$ cat src/design/cpu_config.svh
`ifndef CPU_CONFIG_SVH
`define CPU_CONFIG_SVH

// Data path and address width
`define CPU_XLEN 32

// Word address bits at both SRAM ports
`define CPU_MEM_AW 14

// First fetch address out of reset
`define CPU_RESET_PC 0

// Integer register count including x0
`define CPU_NREGS 32

`endif
$ cat src/design/cpu_pkg.sv
`include "cpu_config.svh"

package cpu_pkg;

    typedef enum logic [6:0] {
        OP     = 7'b0110011,
        OP_IMM = 7'b0010011,
        LUI    = 7'b0110111,
        LOAD   = 7'b0000011,
        STORE  = 7'b0100011,
        BRANCH = 7'b1100011
    } opcode_e;

    typedef enum logic [3:0] {
        ALU_ADD,
        ALU_SUB,
        ALU_AND,
        ALU_OR,
        ALU_XOR,
        ALU_SLL,
        ALU_SRL,
        ALU_SRA,
        ALU_SLT,
        ALU_SLTU
    } alu_op_e;

    ////////////////////////////////////////////////////////////
    // Instruction formats

    typedef struct packed {
        logic [6:0] funct7;
        logic [4:0] rs2;
        logic [4:0] rs1;
        logic [2:0] funct3;
        logic [4:0] rd;
        opcode_e    opcode;
    } r_inst_t;

    typedef struct packed {
        logic [11:0] imm;
        logic [4:0]  rs1;
        logic [2:0]  funct3;
        logic [4:0]  rd;
        opcode_e     opcode;
    } i_inst_t;

    typedef struct packed {
        logic [6:0] imm_hi;
        logic [4:0] rs2;
        logic [4:0] rs1;
        logic [2:0] funct3;
        logic [4:0] imm_lo;
        opcode_e    opcode;
    } s_inst_t;

    typedef struct packed {
        logic       imm_12;
        logic [5:0] imm_10_5;
        logic [4:0] rs2;
        logic [4:0] rs1;
        logic [2:0] funct3;
        logic [3:0] imm_4_1;
        logic       imm_11;
        opcode_e    opcode;
    } b_inst_t;

    typedef struct packed {
        logic [19:0] imm;
        logic [4:0]  rd;
        opcode_e     opcode;
    } u_inst_t;

    typedef union packed {
        r_inst_t r;
        i_inst_t i;
        s_inst_t s;
        b_inst_t b;
        u_inst_t u;
    } inst_t;

    ////////////////////////////////////////////////////////////
    // Stage payloads

    typedef struct packed {
        logic                 valid;
        alu_op_e              alu_op;
        logic [`CPU_XLEN-1:0] operand_a;
        logic [`CPU_XLEN-1:0] operand_b;
        logic [`CPU_XLEN-1:0] store_data;
        logic                 is_load;
        logic                 is_store;
        logic                 reg_write;
        logic [4:0]           rd;
    } de_reg_t;

    typedef struct packed {
        logic                 valid;
        logic [`CPU_XLEN-1:0] result;
        logic [`CPU_XLEN-1:0] store_data;
        logic                 is_load;
        logic                 is_store;
        logic                 reg_write;
        logic [4:0]           rd;
    } em_reg_t;

    typedef struct packed {
        logic                 valid;
        logic [`CPU_XLEN-1:0] result;
        logic                 is_load;
        logic                 reg_write;
        logic [4:0]           rd;
    } mw_reg_t;

    typedef struct packed {
        logic                 wen;
        logic [4:0]           waddr;
        logic [`CPU_XLEN-1:0] wdata;
    } wb_req_t;

endpackage

$ cat src/design/cpu.sv
`timescale 1ns/100ps
`include "cpu_config.svh"

module cpu import cpu_pkg::*; (
    input  logic                   clk,
    input  logic                   arst_n,
    output logic [`CPU_MEM_AW-1:0] isram_addr,
    input  logic [`CPU_XLEN-1:0]   isram_dataout,
    output logic [`CPU_MEM_AW-1:0] dsram_addr,
    output logic [3:0]             dsram_wen,
    output logic [`CPU_XLEN-1:0]   dsram_datain,
    input  logic [`CPU_XLEN-1:0]   dsram_dataout
);

    ////////////////////////////////////////////////////////////
    // Stage interconnect

    inst_t                inst;
    logic [`CPU_XLEN-1:0] inst_pc;
    logic                 inst_valid;
    logic                 stall;
    logic                 branch_taken;
    logic [`CPU_XLEN-1:0] branch_target;
    logic [4:0]           rs1, rs2;
    logic [1:0]           uses_rs;
    logic [`CPU_XLEN-1:0] fwd_rs1, fwd_rs2;
    logic [1:0]           fwd_en;
    de_reg_t              de;
    logic [`CPU_XLEN-1:0] alu_result;
    em_reg_t              em;
    mw_reg_t              m2_fwd;
    wb_req_t              wb;

    ////////////////////////////////////////////////////////////
    // Pipeline

    fetch_stage i_fetch_stage (
        .clk(clk),
        .arst_n(arst_n),
        .stall(stall),
        .branch_taken(branch_taken),
        .branch_target(branch_target),
        .isram_addr(isram_addr),
        .isram_dataout(isram_dataout),
        .inst(inst),
        .inst_pc(inst_pc),
        .inst_valid(inst_valid)
    );

    decode_stage i_decode_stage (
        .clk(clk),
        .arst_n(arst_n),
        .inst(inst),
        .inst_pc(inst_pc),
        .inst_valid(inst_valid),
        .stall(stall),
        .wb(wb),
        .fwd_rs1(fwd_rs1),
        .fwd_rs2(fwd_rs2),
        .fwd_en(fwd_en),
        .rs1(rs1),
        .rs2(rs2),
        .uses_rs(uses_rs),
        .branch_taken(branch_taken),
        .branch_target(branch_target),
        .de(de)
    );

    execute_stage i_execute_stage (
        .clk(clk),
        .arst_n(arst_n),
        .de(de),
        .alu_result(alu_result),
        .em(em)
    );

    memory_stage i_memory_stage (
        .clk(clk),
        .arst_n(arst_n),
        .em(em),
        .dsram_addr(dsram_addr),
        .dsram_wen(dsram_wen),
        .dsram_datain(dsram_datain),
        .dsram_dataout(dsram_dataout),
        .m2_fwd(m2_fwd),
        .wb(wb)
    );

    hazard_unit i_hazard_unit (
        .rs1(rs1),
        .rs2(rs2),
        .uses_rs(uses_rs),
        .de(de),
        .alu_result(alu_result),
        .em(em),
        .m2_fwd(m2_fwd),
        .wb(wb),
        .fwd_rs1(fwd_rs1),
        .fwd_rs2(fwd_rs2),
        .fwd_en(fwd_en),
        .stall(stall)
    );

endmodule

$ cat src/design/hazard_unit.sv
`timescale 1ns/100ps
`include "cpu_config.svh"

module hazard_unit import cpu_pkg::*; (
    input  logic [4:0]           rs1,
    input  logic [4:0]           rs2,
    input  logic [1:0]           uses_rs,
    input  de_reg_t              de,
    input  logic [`CPU_XLEN-1:0] alu_result,
    input  em_reg_t              em,
    input  mw_reg_t              m2_fwd,
    input  wb_req_t              wb,
    output logic [`CPU_XLEN-1:0] fwd_rs1,
    output logic [`CPU_XLEN-1:0] fwd_rs2,
    output logic [1:0]           fwd_en,
    output logic                 stall
);

    typedef struct packed {
        logic                 hit;
        logic                 stall;
        logic [`CPU_XLEN-1:0] value;
    } fwd_t;

    fwd_t src1, src2;

    // Youngest producer wins; load data exists only from M2 on
    function automatic fwd_t lookup(input logic [4:0] rs, input logic used);
        fwd_t r;
        r = '0;
        if (used && rs != 5'd0) begin
            if (de.valid && de.reg_write && de.rd == rs) begin
                r.hit   = 1'b1;
                r.stall = de.is_load;
                r.value = alu_result;
            end else if (em.valid && em.reg_write && em.rd == rs) begin
                r.hit   = 1'b1;
                r.stall = em.is_load;
                r.value = em.result;
            end else if (m2_fwd.valid && m2_fwd.reg_write && m2_fwd.rd == rs) begin
                r.hit   = 1'b1;
                r.value = m2_fwd.result;
            end else if (wb.wen && wb.waddr == rs) begin
                r.hit   = 1'b1;
                r.value = wb.wdata;
            end
        end
        return r;
    endfunction

    always_comb begin
        src1 = lookup(rs1, uses_rs[0]);
        src2 = lookup(rs2, uses_rs[1]);
    end

    assign fwd_rs1 = src1.value;
    assign fwd_rs2 = src2.value;
    assign fwd_en  = {src2.hit, src1.hit};
    assign stall   = src1.stall | src2.stall;

endmodule

$ cat src/design/memory_stage.sv
`timescale 1ns/100ps
`include "cpu_config.svh"

module memory_stage import cpu_pkg::*; (
    input  logic                   clk,
    input  logic                   arst_n,
    input  em_reg_t                em,
    output logic [`CPU_MEM_AW-1:0] dsram_addr,
    output logic [3:0]             dsram_wen,
    output logic [`CPU_XLEN-1:0]   dsram_datain,
    input  logic [`CPU_XLEN-1:0]   dsram_dataout,
    output mw_reg_t                m2_fwd,
    output wb_req_t                wb
);

    mw_reg_t m2_q;
    mw_reg_t wb_q;

    // Word accesses only, so all four lanes move together
    assign dsram_addr   = em.result[`CPU_MEM_AW+1:2];
    assign dsram_wen    = {4{em.valid & em.is_store}};
    assign dsram_datain = em.store_data;

    always_comb begin
        m2_fwd = m2_q;
        if (m2_q.is_load) begin
            m2_fwd.result = dsram_dataout;
        end
    end

    always_ff @(posedge clk or negedge arst_n) begin
        if (!arst_n) begin
            m2_q <= '0;
            wb_q <= '0;
        end else begin
            m2_q.valid     <= em.valid;
            m2_q.result    <= em.result;
            m2_q.is_load   <= em.is_load;
            m2_q.reg_write <= em.reg_write;
            m2_q.rd        <= em.rd;
            wb_q           <= m2_fwd;
        end
    end

    assign wb.wen   = wb_q.valid & wb_q.reg_write & (wb_q.rd != 5'd0);
    assign wb.waddr = wb_q.rd;
    assign wb.wdata = wb_q.result;

endmodule

$ cat src/design/execute_stage.sv
`timescale 1ns/100ps
`include "cpu_config.svh"

module execute_stage import cpu_pkg::*; (
    input  logic                 clk,
    input  logic                 arst_n,
    input  de_reg_t              de,
    output logic [`CPU_XLEN-1:0] alu_result,
    output em_reg_t              em
);

    logic [`CPU_XLEN-1:0] a, b;

    assign a = de.operand_a;
    assign b = de.operand_b;

    // Loads and stores arrive with ALU_ADD to form the address
    always_comb begin
        case (de.alu_op)
            ALU_ADD:  alu_result = a + b;
            ALU_SUB:  alu_result = a - b;
            ALU_AND:  alu_result = a & b;
            ALU_OR:   alu_result = a | b;
            ALU_XOR:  alu_result = a ^ b;
            ALU_SLL:  alu_result = a << b[4:0];
            ALU_SRL:  alu_result = a >> b[4:0];
            ALU_SRA:  alu_result = $signed(a) >>> b[4:0];
            ALU_SLT:  alu_result = `CPU_XLEN'($signed(a) < $signed(b));
            ALU_SLTU: alu_result = `CPU_XLEN'(a < b);
            default:  alu_result = a + b;
        endcase
    end

    always_ff @(posedge clk or negedge arst_n) begin
        if (!arst_n) begin
            em <= '0;
        end else begin
            em.valid      <= de.valid;
            em.result     <= alu_result;
            em.store_data <= de.store_data;
            em.is_load    <= de.is_load;
            em.is_store   <= de.is_store;
            em.reg_write  <= de.reg_write;
            em.rd         <= de.rd;
        end
    end

endmodule

$ cat src/design/decode_stage.sv
`timescale 1ns/100ps
`include "cpu_config.svh"

module decode_stage import cpu_pkg::*; (
    input  logic                 clk,
    input  logic                 arst_n,
    input  inst_t                inst,
    input  logic [`CPU_XLEN-1:0] inst_pc,
    input  logic                 inst_valid,
    input  logic                 stall,
    input  wb_req_t              wb,
    input  logic [`CPU_XLEN-1:0] fwd_rs1,
    input  logic [`CPU_XLEN-1:0] fwd_rs2,
    input  logic [1:0]           fwd_en,
    output logic [4:0]           rs1,
    output logic [4:0]           rs2,
    output logic [1:0]           uses_rs,
    output logic                 branch_taken,
    output logic [`CPU_XLEN-1:0] branch_target,
    output de_reg_t              de
);

    logic [`CPU_XLEN-1:0] regs [`CPU_NREGS];
    logic                 is_op, is_op_imm, is_lui, is_load, is_store, is_branch;
    logic                 reg_write;
    logic [`CPU_XLEN-1:0] imm;
    logic [`CPU_XLEN-1:0] b_imm;
    logic [`CPU_XLEN-1:0] rf_rs1, rf_rs2;
    logic [`CPU_XLEN-1:0] rs1_val, rs2_val;
    alu_op_e              alu_op;

    assign is_op     = inst.r.opcode == OP;
    assign is_op_imm = inst.i.opcode == OP_IMM;
    assign is_lui    = inst.u.opcode == LUI;
    assign is_load   = inst.i.opcode == LOAD;
    assign is_store  = inst.s.opcode == STORE;
    assign is_branch = inst.b.opcode == BRANCH;
    assign reg_write = is_op | is_op_imm | is_lui | is_load;

    assign rs1     = inst.r.rs1;
    assign rs2     = inst.r.rs2;
    assign uses_rs = {is_op | is_store | is_branch,
                      is_op | is_op_imm | is_load | is_store | is_branch};

    always_comb begin
        if (is_lui) begin
            imm = {inst.u.imm, 12'b0};
        end else if (is_store) begin
            imm = {{20{inst.s.imm_hi[6]}}, inst.s.imm_hi, inst.s.imm_lo};
        end else begin
            imm = {{20{inst.i.imm[11]}}, inst.i.imm};
        end
    end

    // SUB only exists in the register form, SRA in both
    always_comb begin
        alu_op = ALU_ADD;
        if (is_op || is_op_imm) begin
            case (inst.r.funct3)
                3'd0: alu_op = (is_op && inst.r.funct7[5]) ? ALU_SUB : ALU_ADD;
                3'd1: alu_op = ALU_SLL;
                3'd2: alu_op = ALU_SLT;
                3'd3: alu_op = ALU_SLTU;
                3'd4: alu_op = ALU_XOR;
                3'd5: alu_op = inst.r.funct7[5] ? ALU_SRA : ALU_SRL;
                3'd6: alu_op = ALU_OR;
                3'd7: alu_op = ALU_AND;
            endcase
        end
    end

    ////////////////////////////////////////////////////////////
    // Register file

    always_ff @(posedge clk) begin
        if (wb.wen) begin
            regs[wb.waddr] <= wb.wdata;
        end
    end

    assign rf_rs1  = (rs1 == 5'd0) ? '0 : regs[rs1];
    assign rf_rs2  = (rs2 == 5'd0) ? '0 : regs[rs2];
    assign rs1_val = fwd_en[0] ? fwd_rs1 : rf_rs1;
    assign rs2_val = fwd_en[1] ? fwd_rs2 : rf_rs2;

    ////////////////////////////////////////////////////////////
    // Branch resolution for BEQ and BNE

    assign b_imm = {{19{inst.b.imm_12}}, inst.b.imm_12, inst.b.imm_11,
                    inst.b.imm_10_5, inst.b.imm_4_1, 1'b0};
    assign branch_target = inst_pc + b_imm;
    assign branch_taken  = inst_valid & ~stall & is_branch & (inst.b.funct3[2:1] == 2'b00)
                         & ((rs1_val == rs2_val) ^ inst.b.funct3[0]);

    always_ff @(posedge clk or negedge arst_n) begin
        if (!arst_n) begin
            de <= '0;
        end else if (stall || !inst_valid) begin
            de <= '0;
        end else begin
            de.valid      <= 1'b1;
            de.alu_op     <= alu_op;
            de.operand_a  <= is_lui ? '0 : rs1_val;
            de.operand_b  <= is_op ? rs2_val : imm;
            de.store_data <= rs2_val;
            de.is_load    <= is_load;
            de.is_store   <= is_store;
            de.reg_write  <= reg_write;
            de.rd         <= inst.r.rd;
        end
    end

endmodule

$ cat src/design/fetch_stage.sv
`timescale 1ns/100ps
`include "cpu_config.svh"

module fetch_stage import cpu_pkg::*; (
    input  logic                  clk,
    input  logic                  arst_n,
    input  logic                  stall,
    input  logic                  branch_taken,
    input  logic [`CPU_XLEN-1:0]  branch_target,
    output logic [`CPU_MEM_AW-1:0] isram_addr,
    input  inst_t                 isram_dataout,
    output inst_t                 inst,
    output logic [`CPU_XLEN-1:0]  inst_pc,
    output logic                  inst_valid
);

    logic [`CPU_XLEN-1:0] pc;
    logic [`CPU_XLEN-1:0] f2_pc;
    logic                 f2_valid;

    // While stalled, re-read the F2 word so it is still there afterwards
    assign isram_addr = stall ? f2_pc[`CPU_MEM_AW+1:2] : pc[`CPU_MEM_AW+1:2];

    always_ff @(posedge clk or negedge arst_n) begin
        if (!arst_n) begin
            pc         <= `CPU_RESET_PC;
            f2_valid   <= 1'b0;
            inst_valid <= 1'b0;
        end else if (branch_taken) begin
            pc         <= branch_target;
            f2_valid   <= 1'b0;
            inst_valid <= 1'b0;
        end else if (!stall) begin
            pc         <= pc + 'd4;
            f2_valid   <= 1'b1;
            inst_valid <= f2_valid;
        end
    end

    always_ff @(posedge clk) begin
        if (!stall) begin
            f2_pc   <= pc;
            inst    <= isram_dataout;
            inst_pc <= f2_pc;
        end
    end

endmodule

$ cat config.mk
export PLATFORM = sky130hd
export DESIGN_NAME = cpu
export DESIGN_NICKNAME = d
export VERILOG_FILES = /design/src/design/cpu_pkg.sv /design/src/design/cpu.sv /design/src/design/hazard_unit.sv /design/src/design/memory_stage.sv /design/src/design/execute_stage.sv /design/src/design/decode_stage.sv /design/src/design/fetch_stage.sv
export VERILOG_INCLUDE_DIRS = /design/src /design/src/design
export SDC_FILE = /design/constraint.sdc
export NUM_CORES = 2
export LEC_CHECK = 0
export BUFFER_PORTS_ARGS = -buffer_cell sky130_fd_sc_hd__buf_2
export CAP_MARGIN = 10
export CORE_MARGIN = 5
export CORE_UTILIZATION = 37
export CTS_CLUSTER_DIAMETER = 80
export CTS_CLUSTER_SIZE = 30
export DETAILED_ROUTE_END_ITERATION = 12
export PLACE_DENSITY = 0.5
export SLEW_MARGIN = 10
export SYNTH_ARGS = -nofsm -noshare
export SYNTH_HDL_FRONTEND = slang
export SYNTH_HIERARCHICAL = 1
export SYNTH_SLANG_ARGS = --single-unit
$ cat constraint.sdc
create_clock -name clk -period 10.5 [get_ports clk]
set_input_delay 0 -clock clk [delete_from_list [all_inputs] [get_ports clk]]
set_output_delay 0 -clock clk [all_outputs]
set_load 0.005 [all_outputs]
==> results.sh <==
export IMPL_run_status="completed"
export IMPL_crit_path_top_delay_cell="dfrtp_4"
export IMPL_pre_cts_ws_ps=3020
export IMPL_commonest_cells_after_routing_fill_and_taps_aside="1,086 x edfxtp_1, 592 x mux4_2, 277 x nand2_1"
export IMPL_cp_arrival_ps=8320
export IMPL_layout_drive_gt1_share_pct=24.8
export IMPL_die_h_um=452
export IMPL_number_of_buffers_created_by_cts=85
export IMPL_routed_via_density=6.29
export IMPL_worst_setup_path_startpoint="i_decode_stage/de[40]"
export IMPL_syn_avg_cell_area_sq_um=14.6
export IMPL_syn_inst=4973
export IMPL_syn_nets=5155
export IMPL_leakagePower_nw=26.6
export IMPL_fillers=17707
export IMPL_clock_tree_htree_level_count=3
export IMPL_areaGrowthSynthToFinish_pct=9.94
export IMPL_finish_net_count=5128
export IMPL_numPortBuffers=129
export IMPL_numClockSinks=1364
export IMPL_grt_remaining_overflow=0
export IMPL_row_count=162
export IMPL_top_level_ports=130
export IMPL_route_vias_total=48069
export IMPL_worst_hold_startpoint="dsram_dataout[29]"
export IMPL_worst_endpoint_required_ps=11160
export IMPL_timing_final_crit_share_pct=73.0
export IMPL_drt_drc_violations_left=0
export IMPL_report_final_hold_viol_count=0
export IMPL_floorplan_initialDensity_pct=37.2
export IMPL_cts_clk_slew_worst_paths_ps=120
export IMPL_setup_tns_ps=0
export IMPL_multiInputGateArea_sq_um=29900
export IMPL_wl_um=268000
export IMPL_setup_violations=0
export IMPL_power_ir_vdd_worst_mv=0.138
export IMPL_tritoncts="built"
export IMPL_core_region_area_sq_um=195000
export IMPL_p_per_area_nw_per_um2=166
export IMPL_min_path_type="input port to register"
export IMPL_finish_utilization_pct=40.9
export IMPL_timing_critical_path_to_type="register"
export IMPL_worstSetupStartpointType="register"
export IMPL_cp_top_family="compound AO/OA/AOI/OAI gates"
export IMPL_ant_nets=0
export IMPL_post_cts_resize_count=0
export IMPL_first_global_vias=47756
export IMPL_clock_skew_ps=69.8
export IMPL_gp_weighted_congestion=0.929
export IMPL_critical_path_buf_inv_count=2
export IMPL_max_slew_margin_rel_pct=3.57
export IMPL_slowest_delay_ps=900
export IMPL_final_common_cell="edfxtp_1"
export IMPL_grt_antenna_before_repair=5
export IMPL_routedWlPerCell_um=35.1
export IMPL_timing_rr_start="i_decode_stage/de[40]"
export IMPL_synth_warning_count=6
export IMPL_clock_tree_root_cell="clkbuf_16"
export IMPL_dp_final_hpwl_um=177000
export IMPL_cp_max_fo=51
export IMPL_criticalPathCategory="register to register"
export IMPL_clk_latency_ps=790
export IMPL_number_of_maximum_capacitance_constraint_violations=0
export IMPL_detailedRoute_firstPassIterationCount=5
export IMPL_detailedRoute_firstIterationViolations=5549
export IMPL_ff_latch_area_sq_um=39600
export IMPL_crit_chain="ha_1, fa_1, o21bai_1, a2111oi_2, o221ai_1, o31ai_1, a21oi_1, a31oi_1, nor4_1, a2111oi_0, a21oi_1, o21ai_0, a31oi_1, a221oi_1, xnor2_1, nand3_1, nor4_1, nand3_1, xor2_1, nor3_4, buf_4, clkinv_1, o21a_1"
export IMPL_synthesis_area_sq_um=72400
export IMPL_grt_setup_unrepaired="no"
export IMPL_final_setup_worst_slack_ps=2840
export IMPL_ctsLongestPathBuffers=3
export IMPL_timing_fmax_mhz=130
export IMPL_track_usage_pct=25.7
export IMPL_post_route_min_period_ps=7660
export IMPL_fp_dieArea_sq_um=205000
export IMPL_slew_viol_final=0
export IMPL_first_pass_grt_wire_length_um=376000
export IMPL_maximum_number_of_pins_on_one_net_before_global_route_repair=138
export IMPL_floorplan_die_width_um=452
export IMPL_worstMarginPinSlew_ps=1410
==> path summary, 6_finish.rpt <==
| check | to | slack, ps | cells past startpoint |
|---|---|---|---|
| max in group asynchronous | i_decode_stage/de[34] | 8430 | 5 |
| min reg2reg | i_execute_stage/em[17] | 350 | 0 |
| min | i_memory_stage/wb[29] | 90 | 3 |
| min in group asynchronous | i_fetch_stage/pc[15] | 450 | 4 |
| max | i_fetch_stage/f2_valid | 2840 | 23 |
| max reg2reg | i_fetch_stage/f2_valid | 2840 | 23 |
==> flip-flops by register name, indices dropped and copies added, names as in the netlist <==
register and flops:
i_decode_stage/regs 1024, i_decode_stage/de 109, i_execute_stage/em 73, i_memory_stage/wb 37, i_fetch_stage/inst 32, i_memory_stage/m2_q 32
i_fetch_stage/f2_pc 15, i_fetch_stage/inst_pc 15, i_fetch_stage/pc 15, i_memory_stage/m2_fwd 8, i_memory_stage/wb_q 2, i_fetch_stage/f2_valid 1
i_fetch_stage/inst_valid 1
==> where the power goes <==
group	total, W	internal, W	leakage [nW]	switching [W]
sequential	0.00694	0.00640	13.1	0.000538
combinational	0.00215	0.000792	11.9	0.00136
clock	0.00409	0.00180	1.59	0.00229
==> through the flow <==
stage | instance area (sq um) | hold WS, ps | total power [W] | instances
after global placement | 75200 | 106 | 0.00912 | 7382
after global routing | 79600 | 46.1 | 0.0136 | 7642
final | 79600 | 92.0 | 0.0132 | 7643
after detailed placement | 75200 | 110 | 0.00912 | 7382
after CTS | 79500 | 35.8 | 0.0132 | 7640
after floorplan | 72400 | -296 | 0.00815 | 4973
==> layer usage <==
metal,share of wire (%),global-route usage (%)
met5,0.0041,0
met4,5.2,11.3
met3,7.3,3.94
met2,48,42.0
met1,40,34.1
==> timing repair <==
action	in CTS	in global routing
setup buffers	0	0
hold endpoints to repair	160	0
setup endpoints to repair	0	0
hold buffers	99	0
==> cell type report <==
class	count	area share, %
tap	2624	4.13
timing repair buffer	393	3.81
clock inverter	66	1.38
clock buffer	93	2.80
inverter	118	0.560
antenna	1	0.00314
multi-input combinational	2984	37.6
sequential	1364	49.7
==> tightest hold or removal path: stages <==
cell	delay (ps)
dlygate4sd3_1	520
buf_2	130
mux2_2	180
Power figures use the tool's default switching activity.
